<file path="config.mk">
export PLATFORM = sky130hd
export DESIGN_NAME = tsb_top
export DESIGN_NICKNAME = d
export VERILOG_FILES = /design/src/swarm_task_pkg.sv /design/src/tsb_pkg.sv /design/src/tsb_dest_map.sv /design/src/tsb_entry_table.sv /design/src/tsb_lvt_scan.sv /design/src/tsb_resp_return.sv /design/src/tsb_top.sv
export SDC_FILE = /design/constraint.sdc
export NUM_CORES = 2
export LEC_CHECK = 0
export BUFFER_PORTS_ARGS = -buffer_cell sky130_fd_sc_hd__buf_2
export CAP_MARGIN = 20
export CORE_AREA = 2 2 438 440
export DETAILED_ROUTE_END_ITERATION = 16
export DIE_AREA = 0 0 440 442
export PLACE_DENSITY = 0.72
export SETUP_SLACK_MARGIN = 0.15
export SLEW_MARGIN = 0
export SYNTH_ARGS = -nofsm -noshare
export SYNTH_HDL_FRONTEND = slang
export SYNTH_SLANG_ARGS = --single-unit
</file>
<file path="constraint.sdc">
create_clock -name clk -period 11.16 [get_ports clk]
set_input_delay 0 -clock clk [delete_from_list [all_inputs] [get_ports clk]]
set_output_delay 0 -clock clk [all_outputs]
set_load 0.01 [all_outputs]
</file>
<file path="src/swarm_task_pkg.sv">
`default_nettype none

package swarm_task_pkg;

   localparam int N_TILES = 16;

   // Lower value is older
   typedef logic [31:0] ts_t;

   localparam ts_t TS_NONE = '1; // No valid timestamp

   typedef logic [3:0] tile_id_t;
   typedef logic [7:0] epoch_t;
   typedef logic [6:0] tq_slot_t;
   typedef logic [4:0] cq_slice_slot_t;
   typedef logic [1:0] child_id_t;

   // Hint bits 7:4 select the destination tile
   typedef struct packed {
      ts_t         ts;
      logic [31:0] hint;
      logic [3:0]  fn_id;
      logic [63:0] args;
   } task_t;

endpackage

`default_nettype wire

</file>
<file path="src/tsb_pkg.sv">
`default_nettype none

package tsb_pkg;

   localparam int LOG_TSB_SIZE      = 4;
   localparam int TSB_SIZE          = 2 ** LOG_TSB_SIZE;
   localparam int ONLY_UNTIED_LIMIT = TSB_SIZE - 3;

   typedef logic [LOG_TSB_SIZE-1:0] tsb_entry_id_t;

   // Register port addresses
   typedef enum logic [7:0] {
      TSB_LOG_N_TILES = 8'h00,
      TSB_ENTRY_VALID = 8'h04
   } tsb_reg_addr_e;

   typedef struct packed {
      logic          wvalid;
      tsb_reg_addr_e waddr;
      logic [31:0]   wdata;
      logic          arvalid;
      tsb_reg_addr_e araddr;
   } tsb_reg_req_t;

   typedef struct packed {
      logic        rvalid;
      logic [31:0] rdata;
   } tsb_reg_rsp_t;

   // New child task from the child manager
   typedef struct packed {
      swarm_task_pkg::task_t          task_data;
      logic                           tied;
      swarm_task_pkg::cq_slice_slot_t cq_slot;
      swarm_task_pkg::child_id_t      child_id;
   } tsb_child_req_t;

   typedef struct packed {
      swarm_task_pkg::task_t    task_data;
      logic                     tied;
      swarm_task_pkg::tile_id_t dest_tile;
      tsb_entry_id_t            tsb_id;
   } tsb_enq_t;

   typedef struct packed {
      logic                     ack;
      tsb_entry_id_t            tsb_id;
      swarm_task_pkg::epoch_t   epoch;
      swarm_task_pkg::tq_slot_t tq_slot;
   } tsb_resp_in_t;

   typedef struct packed {
      logic                           ack;
      tsb_entry_id_t                  tsb_slot;
      swarm_task_pkg::epoch_t         epoch;
      swarm_task_pkg::tq_slot_t       tq_slot;
      swarm_task_pkg::tile_id_t       tile_id;
      swarm_task_pkg::cq_slice_slot_t cq_slot;
      swarm_task_pkg::child_id_t      child_id;
   } tsb_resp_out_t;

endpackage

`default_nettype wire

</file>
<file path="src/tsb_dest_map.sv">
`timescale 1ns/1ps
`default_nettype none

module tsb_dest_map (
   input  wire                          clk,
   input  wire                          rstn,
   input  wire tsb_pkg::tsb_reg_req_t   reg_req,
   input  wire [31:0]                   hint,
   output swarm_task_pkg::tile_id_t     dest_tile
);

   logic [2:0] log_n_tiles; // Held in 0..4

   always_ff @(posedge clk) begin
      if (!rstn) begin
         log_n_tiles <= 3'($clog2(swarm_task_pkg::N_TILES));
      end else if (reg_req.wvalid && reg_req.waddr == tsb_pkg::TSB_LOG_N_TILES) begin
         // Anything above 4 saturates to the full tile range
         if (reg_req.wdata > 32'd4) begin
            log_n_tiles <= 3'd4;
         end else begin
            log_n_tiles <= reg_req.wdata[2:0];
         end
      end
   end

   // Take log_n_tiles hint bits from bit 4 upward
   always_comb begin
      case (log_n_tiles)
         3'd0: dest_tile = 4'd0;
         3'd1: dest_tile = {3'b000, hint[4]};
         3'd2: dest_tile = {2'b00, hint[5:4]};
         3'd3: dest_tile = {1'b0, hint[6:4]};
         default: dest_tile = hint[7:4];
      endcase
   end

endmodule

`default_nettype wire

</file>
<file path="src/tsb_entry_table.sv">
`timescale 1ns/1ps
`default_nettype none

module tsb_entry_table (
   input  wire                                  clk,
   input  wire                                  rstn,
   input  wire                                  s_wvalid,
   output logic                                 s_wready,
   input  wire tsb_pkg::tsb_child_req_t         s_wdata,
   input  wire swarm_task_pkg::tile_id_t        dest_tile,
   input  wire                                  retry_valid,
   output logic                                 retry_ready,
   input  wire tsb_pkg::tsb_entry_id_t          retry_tsb_id,
   input  wire                                  retry_abort,
   input  wire                                  retry_tied,
   output logic                                 task_enq_valid,
   input  wire                                  task_enq_ready,
   output tsb_pkg::tsb_enq_t                    task_enq,
   input  wire                                  resp_free,
   input  wire tsb_pkg::tsb_entry_id_t          resp_free_id,
   input  wire tsb_pkg::tsb_entry_id_t          lookup_id,
   output logic                                 lookup_tied,
   output swarm_task_pkg::tile_id_t             lookup_tile,
   output swarm_task_pkg::cq_slice_slot_t       lookup_cq_slot,
   output swarm_task_pkg::child_id_t            lookup_child_id,
   output logic [tsb_pkg::TSB_SIZE-1:0]         entry_valid,
   output swarm_task_pkg::ts_t                  entry_ts [tsb_pkg::TSB_SIZE],
   input  wire tsb_pkg::tsb_reg_req_t           reg_req,
   output tsb_pkg::tsb_reg_rsp_t                reg_rsp,
   output logic                                 s_only_untied,
   output logic                                 empty
);

   swarm_task_pkg::task_t          ent_task     [tsb_pkg::TSB_SIZE];
   swarm_task_pkg::tile_id_t       ent_tile     [tsb_pkg::TSB_SIZE];
   logic                           ent_tied     [tsb_pkg::TSB_SIZE];
   swarm_task_pkg::cq_slice_slot_t ent_cq_slot  [tsb_pkg::TSB_SIZE];
   swarm_task_pkg::child_id_t      ent_child_id [tsb_pkg::TSB_SIZE];

   tsb_pkg::tsb_entry_id_t         free_id;
   logic                           any_free;
   logic                           enq_open;
   logic                           new_take;
   logic                           resend;
   logic                           abort_take;
   logic                           dec_abort;
   logic                           dec_resp;
   logic [tsb_pkg::LOG_TSB_SIZE:0] count;
   logic                           rsp_valid_q;
   logic [31:0]                    rsp_data_q;

   // Lowest free index wins
   always_comb begin
      free_id = '0;
      for (int i = tsb_pkg::TSB_SIZE - 1; i >= 0; i--) begin
         if (!entry_valid[i]) free_id = tsb_pkg::tsb_entry_id_t'(i);
      end
   end

   assign any_free = ~&entry_valid;
   assign enq_open = !task_enq_valid || task_enq_ready; // Output slot empty or draining

   // New tasks have priority over retries
   assign s_wready    = enq_open && any_free;
   assign retry_ready = enq_open && (!s_wvalid || !any_free);

   assign new_take   = s_wvalid && s_wready;
   assign resend     = retry_valid && retry_ready && !retry_abort;
   assign abort_take = retry_valid && retry_ready && retry_abort;

   always_ff @(posedge clk) begin
      if (new_take) begin
         ent_task[free_id]     <= s_wdata.task_data;
         ent_tile[free_id]     <= dest_tile;
         ent_tied[free_id]     <= s_wdata.tied;
         ent_cq_slot[free_id]  <= s_wdata.cq_slot;
         ent_child_id[free_id] <= s_wdata.child_id;
      end else if (resend) begin
         ent_tied[retry_tsb_id] <= retry_tied; // Retry may change tied state
      end
   end

   always_ff @(posedge clk) begin
      if (!rstn) begin
         task_enq_valid <= 1'b0;
      end else if (new_take || resend) begin
         task_enq_valid <= 1'b1;
      end else if (task_enq_ready) begin
         task_enq_valid <= 1'b0;
      end
   end

   always_ff @(posedge clk) begin
      if (new_take) begin
         task_enq <= '{task_data: s_wdata.task_data, tied: s_wdata.tied,
                       dest_tile: dest_tile, tsb_id: free_id};
      end else if (resend) begin
         // Resend the stored copy to the same tile
         task_enq <= '{task_data: ent_task[retry_tsb_id], tied: retry_tied,
                       dest_tile: ent_tile[retry_tsb_id], tsb_id: retry_tsb_id};
      end
   end

   always_ff @(posedge clk) begin
      if (!rstn) begin
         entry_valid <= '0;
      end else begin
         if (abort_take) entry_valid[retry_tsb_id] <= 1'b0;
         if (resp_free) entry_valid[resp_free_id] <= 1'b0;
         if (new_take) entry_valid[free_id] <= 1'b1;
      end
   end

   // Count each entry release once, even if abort and ack hit it together
   assign dec_abort = abort_take && entry_valid[retry_tsb_id];
   assign dec_resp  = resp_free && entry_valid[resp_free_id] &&
                      !(abort_take && retry_tsb_id == resp_free_id);

   always_ff @(posedge clk) begin
      if (!rstn) begin
         count <= '0;
      end else begin
         count <= count + {{tsb_pkg::LOG_TSB_SIZE{1'b0}}, new_take}
                        - {{tsb_pkg::LOG_TSB_SIZE{1'b0}}, dec_abort}
                        - {{tsb_pkg::LOG_TSB_SIZE{1'b0}}, dec_resp};
      end
   end

   assign s_only_untied = count > tsb_pkg::ONLY_UNTIED_LIMIT;
   assign empty         = entry_valid == '0;

   always_ff @(posedge clk) begin
      if (!rstn) begin
         rsp_valid_q <= 1'b0;
      end else begin
         rsp_valid_q <= reg_req.arvalid;
      end
   end

   always_ff @(posedge clk) begin
      if (reg_req.arvalid) begin
         case (reg_req.araddr)
            tsb_pkg::TSB_ENTRY_VALID: rsp_data_q <= 32'(entry_valid);
            default:                  rsp_data_q <= '0;
         endcase
      end
   end

   assign reg_rsp = '{rvalid: rsp_valid_q, rdata: rsp_data_q};

   always_comb begin
      for (int i = 0; i < tsb_pkg::TSB_SIZE; i++) begin
         entry_ts[i] = ent_task[i].ts;
      end
   end

   assign lookup_tied     = ent_tied[lookup_id];
   assign lookup_tile     = ent_tile[lookup_id];
   assign lookup_cq_slot  = ent_cq_slot[lookup_id];
   assign lookup_child_id = ent_child_id[lookup_id];

endmodule

`default_nettype wire

</file>
<file path="src/tsb_lvt_scan.sv">
`timescale 1ns/1ps
`default_nettype none

module tsb_lvt_scan (
   input  wire                           clk,
   input  wire                           rstn,
   input  wire [tsb_pkg::TSB_SIZE-1:0]   entry_valid,
   input  wire swarm_task_pkg::ts_t      entry_ts [tsb_pkg::TSB_SIZE],
   output swarm_task_pkg::ts_t           lvt
);

   tsb_pkg::tsb_entry_id_t cur;     // Entry visited this cycle
   swarm_task_pkg::ts_t    rolling; // Minimum so far in this pass
   swarm_task_pkg::ts_t    cur_ts;
   logic                   cur_valid;

   assign cur_ts    = entry_ts[cur];
   assign cur_valid = entry_valid[cur];

   always_ff @(posedge clk) begin
      if (!rstn) begin
         cur <= '0;
      end else begin
         cur <= cur + 1'b1;
      end
   end

   always_ff @(posedge clk) begin
      if (!rstn) begin
         rolling <= '0;
         lvt     <= '0;
      end else if (cur == '0) begin
         // Wrap publishes the last pass and restarts from entry 0
         lvt     <= rolling;
         rolling <= cur_valid ? cur_ts : swarm_task_pkg::TS_NONE;
      end else if (cur_valid && cur_ts < rolling) begin
         rolling <= cur_ts;
      end
   end

endmodule

`default_nettype wire

</file>
<file path="src/tsb_resp_return.sv">
`timescale 1ns/1ps
`default_nettype none

module tsb_resp_return (
   input  wire                                clk,
   input  wire                                rstn,
   input  wire                                task_resp_valid,
   output logic                               task_resp_ready,
   input  wire tsb_pkg::tsb_resp_in_t         task_resp,
   output tsb_pkg::tsb_entry_id_t             lookup_id,
   input  wire                                lookup_tied,
   input  wire swarm_task_pkg::tile_id_t      lookup_tile,
   input  wire swarm_task_pkg::cq_slice_slot_t lookup_cq_slot,
   input  wire swarm_task_pkg::child_id_t     lookup_child_id,
   output logic                               resp_free,
   output tsb_pkg::tsb_entry_id_t             resp_free_id,
   output logic                               m_resp_valid,
   input  wire                                m_resp_ready,
   output tsb_pkg::tsb_resp_out_t             m_resp
);

   logic resp_take;

   assign task_resp_ready = !m_resp_valid; // One response in flight at most
   assign resp_take       = task_resp_valid && task_resp_ready;
   assign lookup_id       = task_resp.tsb_id;

   // Any ack releases the entry whether tied or not
   assign resp_free    = resp_take && task_resp.ack;
   assign resp_free_id = task_resp.tsb_id;

   always_ff @(posedge clk) begin
      if (!rstn) begin
         m_resp_valid <= 1'b0;
      end else if (resp_take && lookup_tied) begin
         m_resp_valid <= 1'b1;
      end else if (m_resp_ready) begin
         m_resp_valid <= 1'b0;
      end
   end

   // Untied responses stop here
   always_ff @(posedge clk) begin
      if (resp_take && lookup_tied) begin
         m_resp <= '{ack:      task_resp.ack,
                     tsb_slot: task_resp.tsb_id,
                     epoch:    task_resp.epoch,
                     tq_slot:  task_resp.tq_slot,
                     tile_id:  lookup_tile,
                     cq_slot:  lookup_cq_slot,
                     child_id: lookup_child_id};
      end
   end

endmodule

`default_nettype wire

</file>
<file path="src/tsb_top.sv">
`timescale 1ns/1ps
`default_nettype none

module tsb_top (
   input  wire                          clk,
   input  wire                          rstn,
   input  wire                          s_wvalid,
   output logic                         s_wready,
   input  wire tsb_pkg::tsb_child_req_t s_wdata,
   input  wire                          retry_valid,
   output logic                         retry_ready,
   input  wire tsb_pkg::tsb_entry_id_t  retry_tsb_id,
   input  wire                          retry_abort,
   input  wire                          retry_tied,
   output logic                         task_enq_valid,
   input  wire                          task_enq_ready,
   output tsb_pkg::tsb_enq_t            task_enq,
   input  wire                          task_resp_valid,
   output logic                         task_resp_ready,
   input  wire tsb_pkg::tsb_resp_in_t   task_resp,
   output logic                         m_resp_valid,
   input  wire                          m_resp_ready,
   output tsb_pkg::tsb_resp_out_t       m_resp,
   input  wire tsb_pkg::tsb_reg_req_t   reg_req,
   output tsb_pkg::tsb_reg_rsp_t        reg_rsp,
   output logic                         s_only_untied,
   output swarm_task_pkg::ts_t          lvt,
   output logic                         empty
);

   swarm_task_pkg::tile_id_t       dest_tile;
   tsb_pkg::tsb_entry_id_t         lookup_id;
   logic                           lookup_tied;
   swarm_task_pkg::tile_id_t       lookup_tile;
   swarm_task_pkg::cq_slice_slot_t lookup_cq_slot;
   swarm_task_pkg::child_id_t      lookup_child_id;
   logic                           resp_free;
   tsb_pkg::tsb_entry_id_t         resp_free_id;
   logic [tsb_pkg::TSB_SIZE-1:0]   entry_valid;
   swarm_task_pkg::ts_t            entry_ts [tsb_pkg::TSB_SIZE];

   tsb_dest_map dest_map_i (
      .clk       (clk),
      .rstn      (rstn),
      .reg_req   (reg_req),
      .hint      (s_wdata.task_data.hint),
      .dest_tile (dest_tile)
   );

   tsb_entry_table entry_table_i (
      .clk             (clk),
      .rstn            (rstn),
      .s_wvalid        (s_wvalid),
      .s_wready        (s_wready),
      .s_wdata         (s_wdata),
      .dest_tile       (dest_tile),
      .retry_valid     (retry_valid),
      .retry_ready     (retry_ready),
      .retry_tsb_id    (retry_tsb_id),
      .retry_abort     (retry_abort),
      .retry_tied      (retry_tied),
      .task_enq_valid  (task_enq_valid),
      .task_enq_ready  (task_enq_ready),
      .task_enq        (task_enq),
      .resp_free       (resp_free),
      .resp_free_id    (resp_free_id),
      .lookup_id       (lookup_id),
      .lookup_tied     (lookup_tied),
      .lookup_tile     (lookup_tile),
      .lookup_cq_slot  (lookup_cq_slot),
      .lookup_child_id (lookup_child_id),
      .entry_valid     (entry_valid),
      .entry_ts        (entry_ts),
      .reg_req         (reg_req),
      .reg_rsp         (reg_rsp),
      .s_only_untied   (s_only_untied),
      .empty           (empty)
   );

   tsb_resp_return resp_return_i (
      .clk             (clk),
      .rstn            (rstn),
      .task_resp_valid (task_resp_valid),
      .task_resp_ready (task_resp_ready),
      .task_resp       (task_resp),
      .lookup_id       (lookup_id),
      .lookup_tied     (lookup_tied),
      .lookup_tile     (lookup_tile),
      .lookup_cq_slot  (lookup_cq_slot),
      .lookup_child_id (lookup_child_id),
      .resp_free       (resp_free),
      .resp_free_id    (resp_free_id),
      .m_resp_valid    (m_resp_valid),
      .m_resp_ready    (m_resp_ready),
      .m_resp          (m_resp)
   );

   tsb_lvt_scan lvt_scan_i (
      .clk         (clk),
      .rstn        (rstn),
      .entry_valid (entry_valid),
      .entry_ts    (entry_ts),
      .lvt         (lvt)
   );

endmodule

`default_nettype wire
</file>
### Yosys cells after proc, flatten, opt, wreduce, memory -nomap -nowiden

Memory sizes are Yosys's and may differ from the RTL's. A register that Yosys moved wholly into a read port is not among the register bits.
Index checks and enable logic that the tools add are counted.

| storage, ports and cells | value |
|---|---|
| output and inout bits | 244 |
| memories kept | 5 |
| bits in registers | 288 |
| RAM bits | 2304 |
| logic and storage cells | 145 |
| ROM bits | 0 |
| input bits | 223 |
| latch bits | 0 |

Memory list:

| name | words | bits a word | rd ports | clocked after Yosys merged registers in | wr ports | RTL line | source |
|---|---|---|---|---|---|---|---|
| entry_table_i.ent_task | 16 | 132 | 17 | 0 | 1 | tsb_entry_table.sv:34 | `swarm_task_pkg::task_t ent_task [tsb_pkg::TSB_SIZE];` |
| entry_table_i.ent_cq_slot | 16 | 5 | 1 | 1 | 1 | tsb_entry_table.sv:37 | `swarm_task_pkg::cq_slice_slot_t ent_cq_slot [tsb_pkg::TSB_SIZE];` |
| entry_table_i.ent_tile | 16 | 4 | 2 | 1 | 1 | tsb_entry_table.sv:35 | `swarm_task_pkg::tile_id_t ent_tile [tsb_pkg::TSB_SIZE];` |
| entry_table_i.ent_child_id | 16 | 2 | 1 | 1 | 1 | tsb_entry_table.sv:38 | `swarm_task_pkg::child_id_t ent_child_id [tsb_pkg::TSB_SIZE];` |
| entry_table_i.ent_tied | 16 | 1 | 1 | 0 | 1 | tsb_entry_table.sv:36 | `logic ent_tied [tsb_pkg::TSB_SIZE];` |

| cells by class | value |
|---|---|
| add/sub/neg operators | 4 |
| bitwise logic cells | 6 |
| reduce and logical (&&, ||, !) cells | 37 |
| equal/unequal tests | 5 |
| divide/modulo/power cells | 0 |
| shift-type cells | 0 |
| order comparisons | 11 |
| multiplexer cells | 55 |
| $mul | 0 |

Operator list:

| kind | count |
|---|---|
| two-way mux 141 bit | 2 |
| two-way mux 32 bit | 5 |
| binary-select mux 32 bit (select 4 bit) | 1 |
| two-way mux 16 bit | 5 |
| two-way mux 4 bit | 17 |
| bitwise AND 16 bit | 2 |
| greater-than comparator 32 x 3 -> 1 bit, second input constant | 1 |
| less-than comparator 32 bit | 1 |
| NOT 16 bit | 2 |
| less-than comparator 4 x 5 -> 1 bit, second input constant | 4 |
| logical AND 1 bit | 18 |
| two-way mux 1 bit | 17 |
| zero test 16 bit | 1 |
| OR 16 bit | 1 |
| case mux 4 bit (4 select lines) | 1 |
| AND reduction 16 bit | 1 |
| binary-select mux 1 bit (select 4 bit) | 3 |
| demux 1 bit (select 4 bit) | 3 |
| >= comparator 4 x 1 -> 1 bit, second input constant | 3 |
| subtractor 5 x 1 -> 5 bit | 2 |
| equality test 8 x 3 -> 1 bit, second input constant | 1 |
| zero test 8 bit | 1 |
| nonzero test 2 bit | 4 |
| equality test 3 x 2 -> 1 bit, second input constant | 2 |
| 13 further kinds | 20 |

### Logic depth before layout (Yosys ltp)

| logic depth | value |
|---|---|
| depth in word-level cells | 22 |
| gate-level depth with buffers | 17 |
| depth with buffers taken out | 13 |

### Hierarchy

Synthesis repeated with hierarchy kept, for this count alone.

| unflattened totals | value |
|---|---|
| cells, all modules | 5132 |
| area total of the unflattened synthesis | 107996.1 um^2 |

Modules (own cells, without submodules):

| module | sequential area each (um^2) | area an instance (um^2) | instances | cells each |
|---|---|---|---|---|
| tsb_entry_table | 74361.3 | 99317.8 | 1 | 4381 |
| tsb_lvt_scan | 1361.3 | 7349.5 | 1 | 672 |
| tsb_resp_return | 950.9 | 1046.0 | 1 | 45 |
| tsb_dest_map | 60.1 | 282.8 | 1 | 34 |

### Worst setup path before layout

No wires, ideal clock.

| timing path | value |
|---|---|
| path type | reg2reg |
| start | register entry_table_i.entry_valid[1] (netlist bit) |
| end | register entry_table_i.entry_valid[2] (netlist bit) |
| cell stages (with the launch flop) | 5 |
| required time | 11.057 ns |
| path slack | -0.243 ns |
| setup time | 0.103 ns |
| arrival time | 11.301 ns |
| clock period less this slack | 11.403 ns |
| path buffers | 1 |
| cell sequence | dfxtp_1 > clkbuf_1 > nand2_1 > nor3_1 > o21a_1 |

| between the ends | value |
|---|---|
| longest elaborated chain between the ends | 12 |
| elaborated cells on any way between the ends | 22 |
| those cells by class | 2 x order compare; 9 x mux; 2 x bitwise; 9 x reduce/logical |

Ends and longest elaborated chain:

| item | RTL line | source |
|---|---|---|
| from (decl) | tsb_entry_table.sv:26 | `output logic [tsb_pkg::TSB_SIZE-1:0] entry_valid,` |
| from (signal assigned) | tsb_entry_table.sv:106 | `entry_valid <= '0;` |
| from (signal, indexed assignment) | tsb_entry_table.sv:108 | `if (abort_take) entry_valid[retry_tsb_id] <= 1'b0;` |
| from (signal, indexed assignment) | tsb_entry_table.sv:109 | `if (resp_free) entry_valid[resp_free_id] <= 1'b0;` |
| AND reduction 16 bit | tsb_entry_table.sv:60 | `assign any_free = ~&entry_valid;` |
| logical OR 1 bit | tsb_entry_table.sv:65 | `assign retry_ready = enq_open && (!s_wvalid \|\| !any_free);` |
| logical AND 1 bit | tsb_entry_table.sv:65 |  |
| logical AND 1 bit (2 in series) | tsb_entry_table.sv:69 | `assign abort_take = retry_valid && retry_ready && retry_abort;` |
| two-way mux 16 bit | tsb_entry_table.sv:108 |  |
| two-way mux 16 bit | tsb_entry_table.sv:105 | `if (!rstn) begin` |
| bitwise AND 16 bit (no line) | n/a |  |
| two-way mux 16 bit | tsb_entry_table.sv:109 |  |
| two-way mux 16 bit | tsb_entry_table.sv:105 |  |
| OR 16 bit (no line) | n/a |  |
| two-way mux 16 bit * | tsb_entry_table.sv:110 | `if (new_take) entry_valid[free_id] <= 1'b1;` |

Every way passes the cells marked *; elsewhere a longest branch is shown, timed or not. The select of a mux whose other input is x is not followed.
A chain may end at the register's enable or synchronous reset.

### Final worst setup path

| timing path | value |
|---|---|
| start | register lvt_scan_i.cur[1] |
| end | register lvt_scan_i.rolling[1] |

| between the ends | value |
|---|---|
| longest elaborated chain between the ends | 7 |
| elaborated cells on any way between the ends | 13 |
| those cells by class | 1 x order compare; 8 x mux; 1 x bitwise; 3 x reduce/logical |

Ends and longest elaborated chain:

| item | RTL line | source |
|---|---|---|
| from (decl) | tsb_lvt_scan.sv:12 | `tsb_pkg::tsb_entry_id_t cur;` |
| from (signal assigned) | tsb_lvt_scan.sv:24 | `cur <= cur + 1'b1;` |
| NOT 4 -> 5 bit (implied by the code) | tsb_lvt_scan.sv:17 | `assign cur_ts = entry_ts[cur];` |
| binary-select mux 32 bit (select 4 bit) | tsb_lvt_scan.sv:17 |  |
| two-way mux 32 bit (implied by the code) (2 in series) | tsb_lvt_scan.sv:17 |  |
| less-than comparator 32 bit | tsb_lvt_scan.sv:36 | `end else if (cur_valid && cur_ts < rolling) begin` |
| logical AND 1 bit | tsb_lvt_scan.sv:36 |  |
| nonzero test 2 bit (no line) | n/a |  |
| to (signal assigned) | tsb_lvt_scan.sv:35 | `rolling <= cur_valid ? cur_ts : swarm_task_pkg::TS_NONE;` |
| to (signal assigned) | tsb_lvt_scan.sv:37 | `rolling <= cur_ts;` |
| to (decl) | tsb_lvt_scan.sv:13 | `swarm_task_pkg::ts_t rolling;` |

Parallel ways exist; a longest one is shown, timed or not. The select of a mux whose other input is x is not followed.

==> flow_metrics.tcl <==
set metrics [dict create \
    outcome "complete, no violations" \
    cp_slowest_cell "dfxtp_4" \
    gr-usage-all-layers_pct 26.7 \
    drive_gt1_share_pct 30.9 \
    ys.flop_type "edfxtp_1" \
    cts_resized 0 \
    drv_cap 0 \
    cts_tree "built" \
    avgViaCountPerCell 6.43 \
    cts_setup_buffers 0 \
    reg2reg_depth 13 \
    cts_buffers 282 \
    cp_num_buf_inv 2 \
    net-switching-power_w 0.00459 \
    max_slew_margin_pct 15.3 \
    max_stage_delay_ns 0.75 \
    finalHoldViolCount 0 \
    fmax_mhz 177 \
    finalCriticalPeriod_ns 5.64 \
    critPathLaunchType "flop" \
    pwr-share-comb_pct 7.2 \
    switching_share_pct 21.7 \
    core_um2 190000 \
    hold_path.class "input port to flop" \
    drt_wl_total_mm 259 \
    mostFrequentLayoutCells "2,492 x edfxtp_1, 879 x mux4_2, 542 x nand2_1, 444 x buf_2, 321 x dlygate4sd3_1" \
    antenna_found_initial 33 \
    gp_congestion 0.804 \
    synth.distinct_cells 61 \
    crit_cells 13 \
    fin_worst_skew_ns 0.0421 \
    drc 0 \
    crit_required_ns 11.92 \
    netlist_area_um2 104000 \
    crit_fanout 54 \
    synth_seq_area_share_pct 74.0 \
    clock_path_buffers 4 \
    crit_family "compound AO/OA/AOI/OAI gates" \
    p_per_area_nw_per_um2 175 \
    detailed_place_hpwl_mm 131 \
    wl_per_cell_um 30.9 \
    holdBufCountCts 321 \
    synth_area_leader_cell "edfxtp_1" \
    first_pass_iters 8 \
    initial_core_util_pct 54.7 \
    worst_skew_pair.late_latency_ns 0.92 \
    cp-end-kind "flop" \
    hold_depth 2 \
    htreeDepth 5 \
    slew_violations 0 \
    share_seq_of_total_power_pct 51.9 \
    intPower_w 0.0165 \
    layout_commonest_cell "edfxtp_1" \
    worstPathCellList "buf_4 -> buf_4 -> mux4_2 -> a22oi_1 -> nand2_1 -> ha_1 -> a21oi_1 -> o21ai_0 -> a221o_1 -> a21oi_1 -> a21o_1 -> nand3b_2 -> o221a_2" \
    setup_viol 0 \
    ioPinCount 467 \
    grt_max_degree 113 \
    clkTransAtPathRegs_ns 0.06 \
    drt_iter0_drc 6965 \
    critical_path_arrival_ns 6.41 \
    rsz0062_at_grt "no" \
    async_reset_ff_share_pct 0 \
    pwr-share-clk_pct 41.0 \
    ys_ff_latch 2587 \
    area_growth_pct 16.2 \
    die_area_um2 194000 \
    critical_path_class "flop to flop" \
    vdd_drop_max_v 0.000141 \
    min_period_over_period_pct 50.6 \
    syn_avg_cell_area_um2 21.4 \
    numPortBuffers 450 \
    hold_slack_ns 0.0459 \
    vias 54000 \
    grt_pass1_vias 54500 \
    grt_pass1_wl_mm 376 \
    synth-edff-count 2492 \
    syn_inst 4833 \
    rows 160 \
    ys.warnings.count 0 \
    fill_cells 12500 \
    antenna_left 0 \
    cts.sinks 2587 \
    yosysTopAreaCellShare_pct 72.2 \
    leakagePower_nw 39.6 \
    die_y_um 442 \
    fin_setup_tns_ns 0 \
    tightest_slew_ns 1.27 \
    root_buffer "clkbuf_16" \
    nets 5958 \
    fp.dieW_um 440 \
    synthTopCellsByArea "edfxtp_1 72%, mux4_2 19%, nand2_1 2.0%" \
    grt_remaining_overflow 0 \
]
==> cells in the mapped netlist (22+ instances only) <==
cell / number
edfxtp_1: 2492
mux4_2: 879
nand2_1: 544
clkbuf_1: 166
dfxtp_1: 95
buf_2: 76
a22oi_1: 66
inv_1: 52
nor2_1: 48
ha_1: 40
a21boi_0: 34
o221a_1: 30
and2_1: 28
buf_1: 28
o21ai_0: 26
buf_4: 22
==> kinds of logic (layout without fill, tap and decap cells) <==
kind of cell | Yosys count | count (layout) | synth area share [%]
AO/OA/AOI/OAI | 229 | 229 | 1.70
other | 1 | 24 | 0.00362
adder cells (fa/ha/maj) | 42 | 42 | 0.521
flip-flops | 2587 | 2587 | 74.0
AND/OR/NAND/NOR | 716 | 716 | 2.90
XOR/XNOR | 8 | 8 | 0.0676
multiplexers | 896 | 896 | 19.3
buffers and inverters | 354 | 1386 | 1.51
==> power by group through the flow <==
| stage | Sequential [W] | Clock (W) | Combinational (W) |
|---|---|---|---|
| 6_report | 0.0110 | 0.00865 | 0.00152 |
| 5_1_grt | 0.0110 | 0.00915 | 0.00163 |
| 4_1_cts | 0.0110 | 0.00878 | 0.00152 |
| 3_5_place_dp | 0.0112 | 0 | 0.00142 |
| 3_3_place_gp | 0.0111 | 0 | 0.00140 |
| 2_1_floorplan | 0.0112 | 0 | 0.000858 |
==> layout make-up <==
type                            instances  area (um^2)  share of cell area [%]
Sequential cell                      2587        76700                    63.7
Antenna cell                            8         20.0                  0.0166
Multi-Input combinational cell       1907        25600                    21.2
Timing Repair Buffer                  862         6380                    5.29
Clock inverter                        123          940                   0.780
Clock buffer                          348         7450                    6.19
Inverter                               53          204                   0.169
Tap cell                             2511         3140                    2.61
==> flip-flops by register name (all words and copies together) (netlist names) <==
register                      cells
entry_table_i.count               5
entry_table_i.ent_child_id       32
entry_table_i.ent_tied           16
entry_table_i.rsp_data_q         16
entry_table_i.ent_task         2112
resp_return_i.m_resp_valid        1
lvt_scan_i.cur                    4
resp_return_i.m_resp             31
entry_table_i.task_enq          141
entry_table_i.entry_valid        16
entry_table_i.ent_cq_slot        80
entry_table_i.ent_tile           64
lvt_scan_i.rolling               32
entry_table_i.task_enq_valid      1
entry_table_i.rsp_valid_q         1
lvt_scan_i.lvt                   32
dest_map_i.log_n_tiles            3
==> metal layers <==
metal	global-route usage (%)	wire length [um]	vias to the layer above
met1	38.5	101000	28600
met5	0	126	-
met2	42.7	127000	3000
met3	4.52	23400	498
li1	-	-	21900
met4	7.68	7090	20
==> final timing paths <==
kind                                   startpoint                       endpoint  slack [ns]
worst max-delay path            lvt_scan_i.cur[1]          lvt_scan_i.rolling[1]        5.52
worst min-delay path                  s_wdata[99]  entry_table_i.ent_task[8][91]        0.05
worst max register to register  lvt_scan_i.cur[1]          lvt_scan_i.rolling[1]        5.52
worst min register to register  lvt_scan_i.lvt[4]              lvt_scan_i.lvt[4]        0.47
==> per-stage QoR <==
stage                     total power [W]  util, %  instance area [um^2]  cells  setup WS (ns)
final                              0.0211     63.5                120000   8399           5.52
after global routing               0.0217     63.5                120000   8396           5.29
after CTS                          0.0213     63.5                120000   8391           5.63
after detailed placement           0.0126     57.4                109000   7599           5.65
after global placement             0.0125     57.4                109000   7597           5.79
after floorplan                    0.0120        -                104000   4848           3.00
Power figures use the tool's default switching activity.
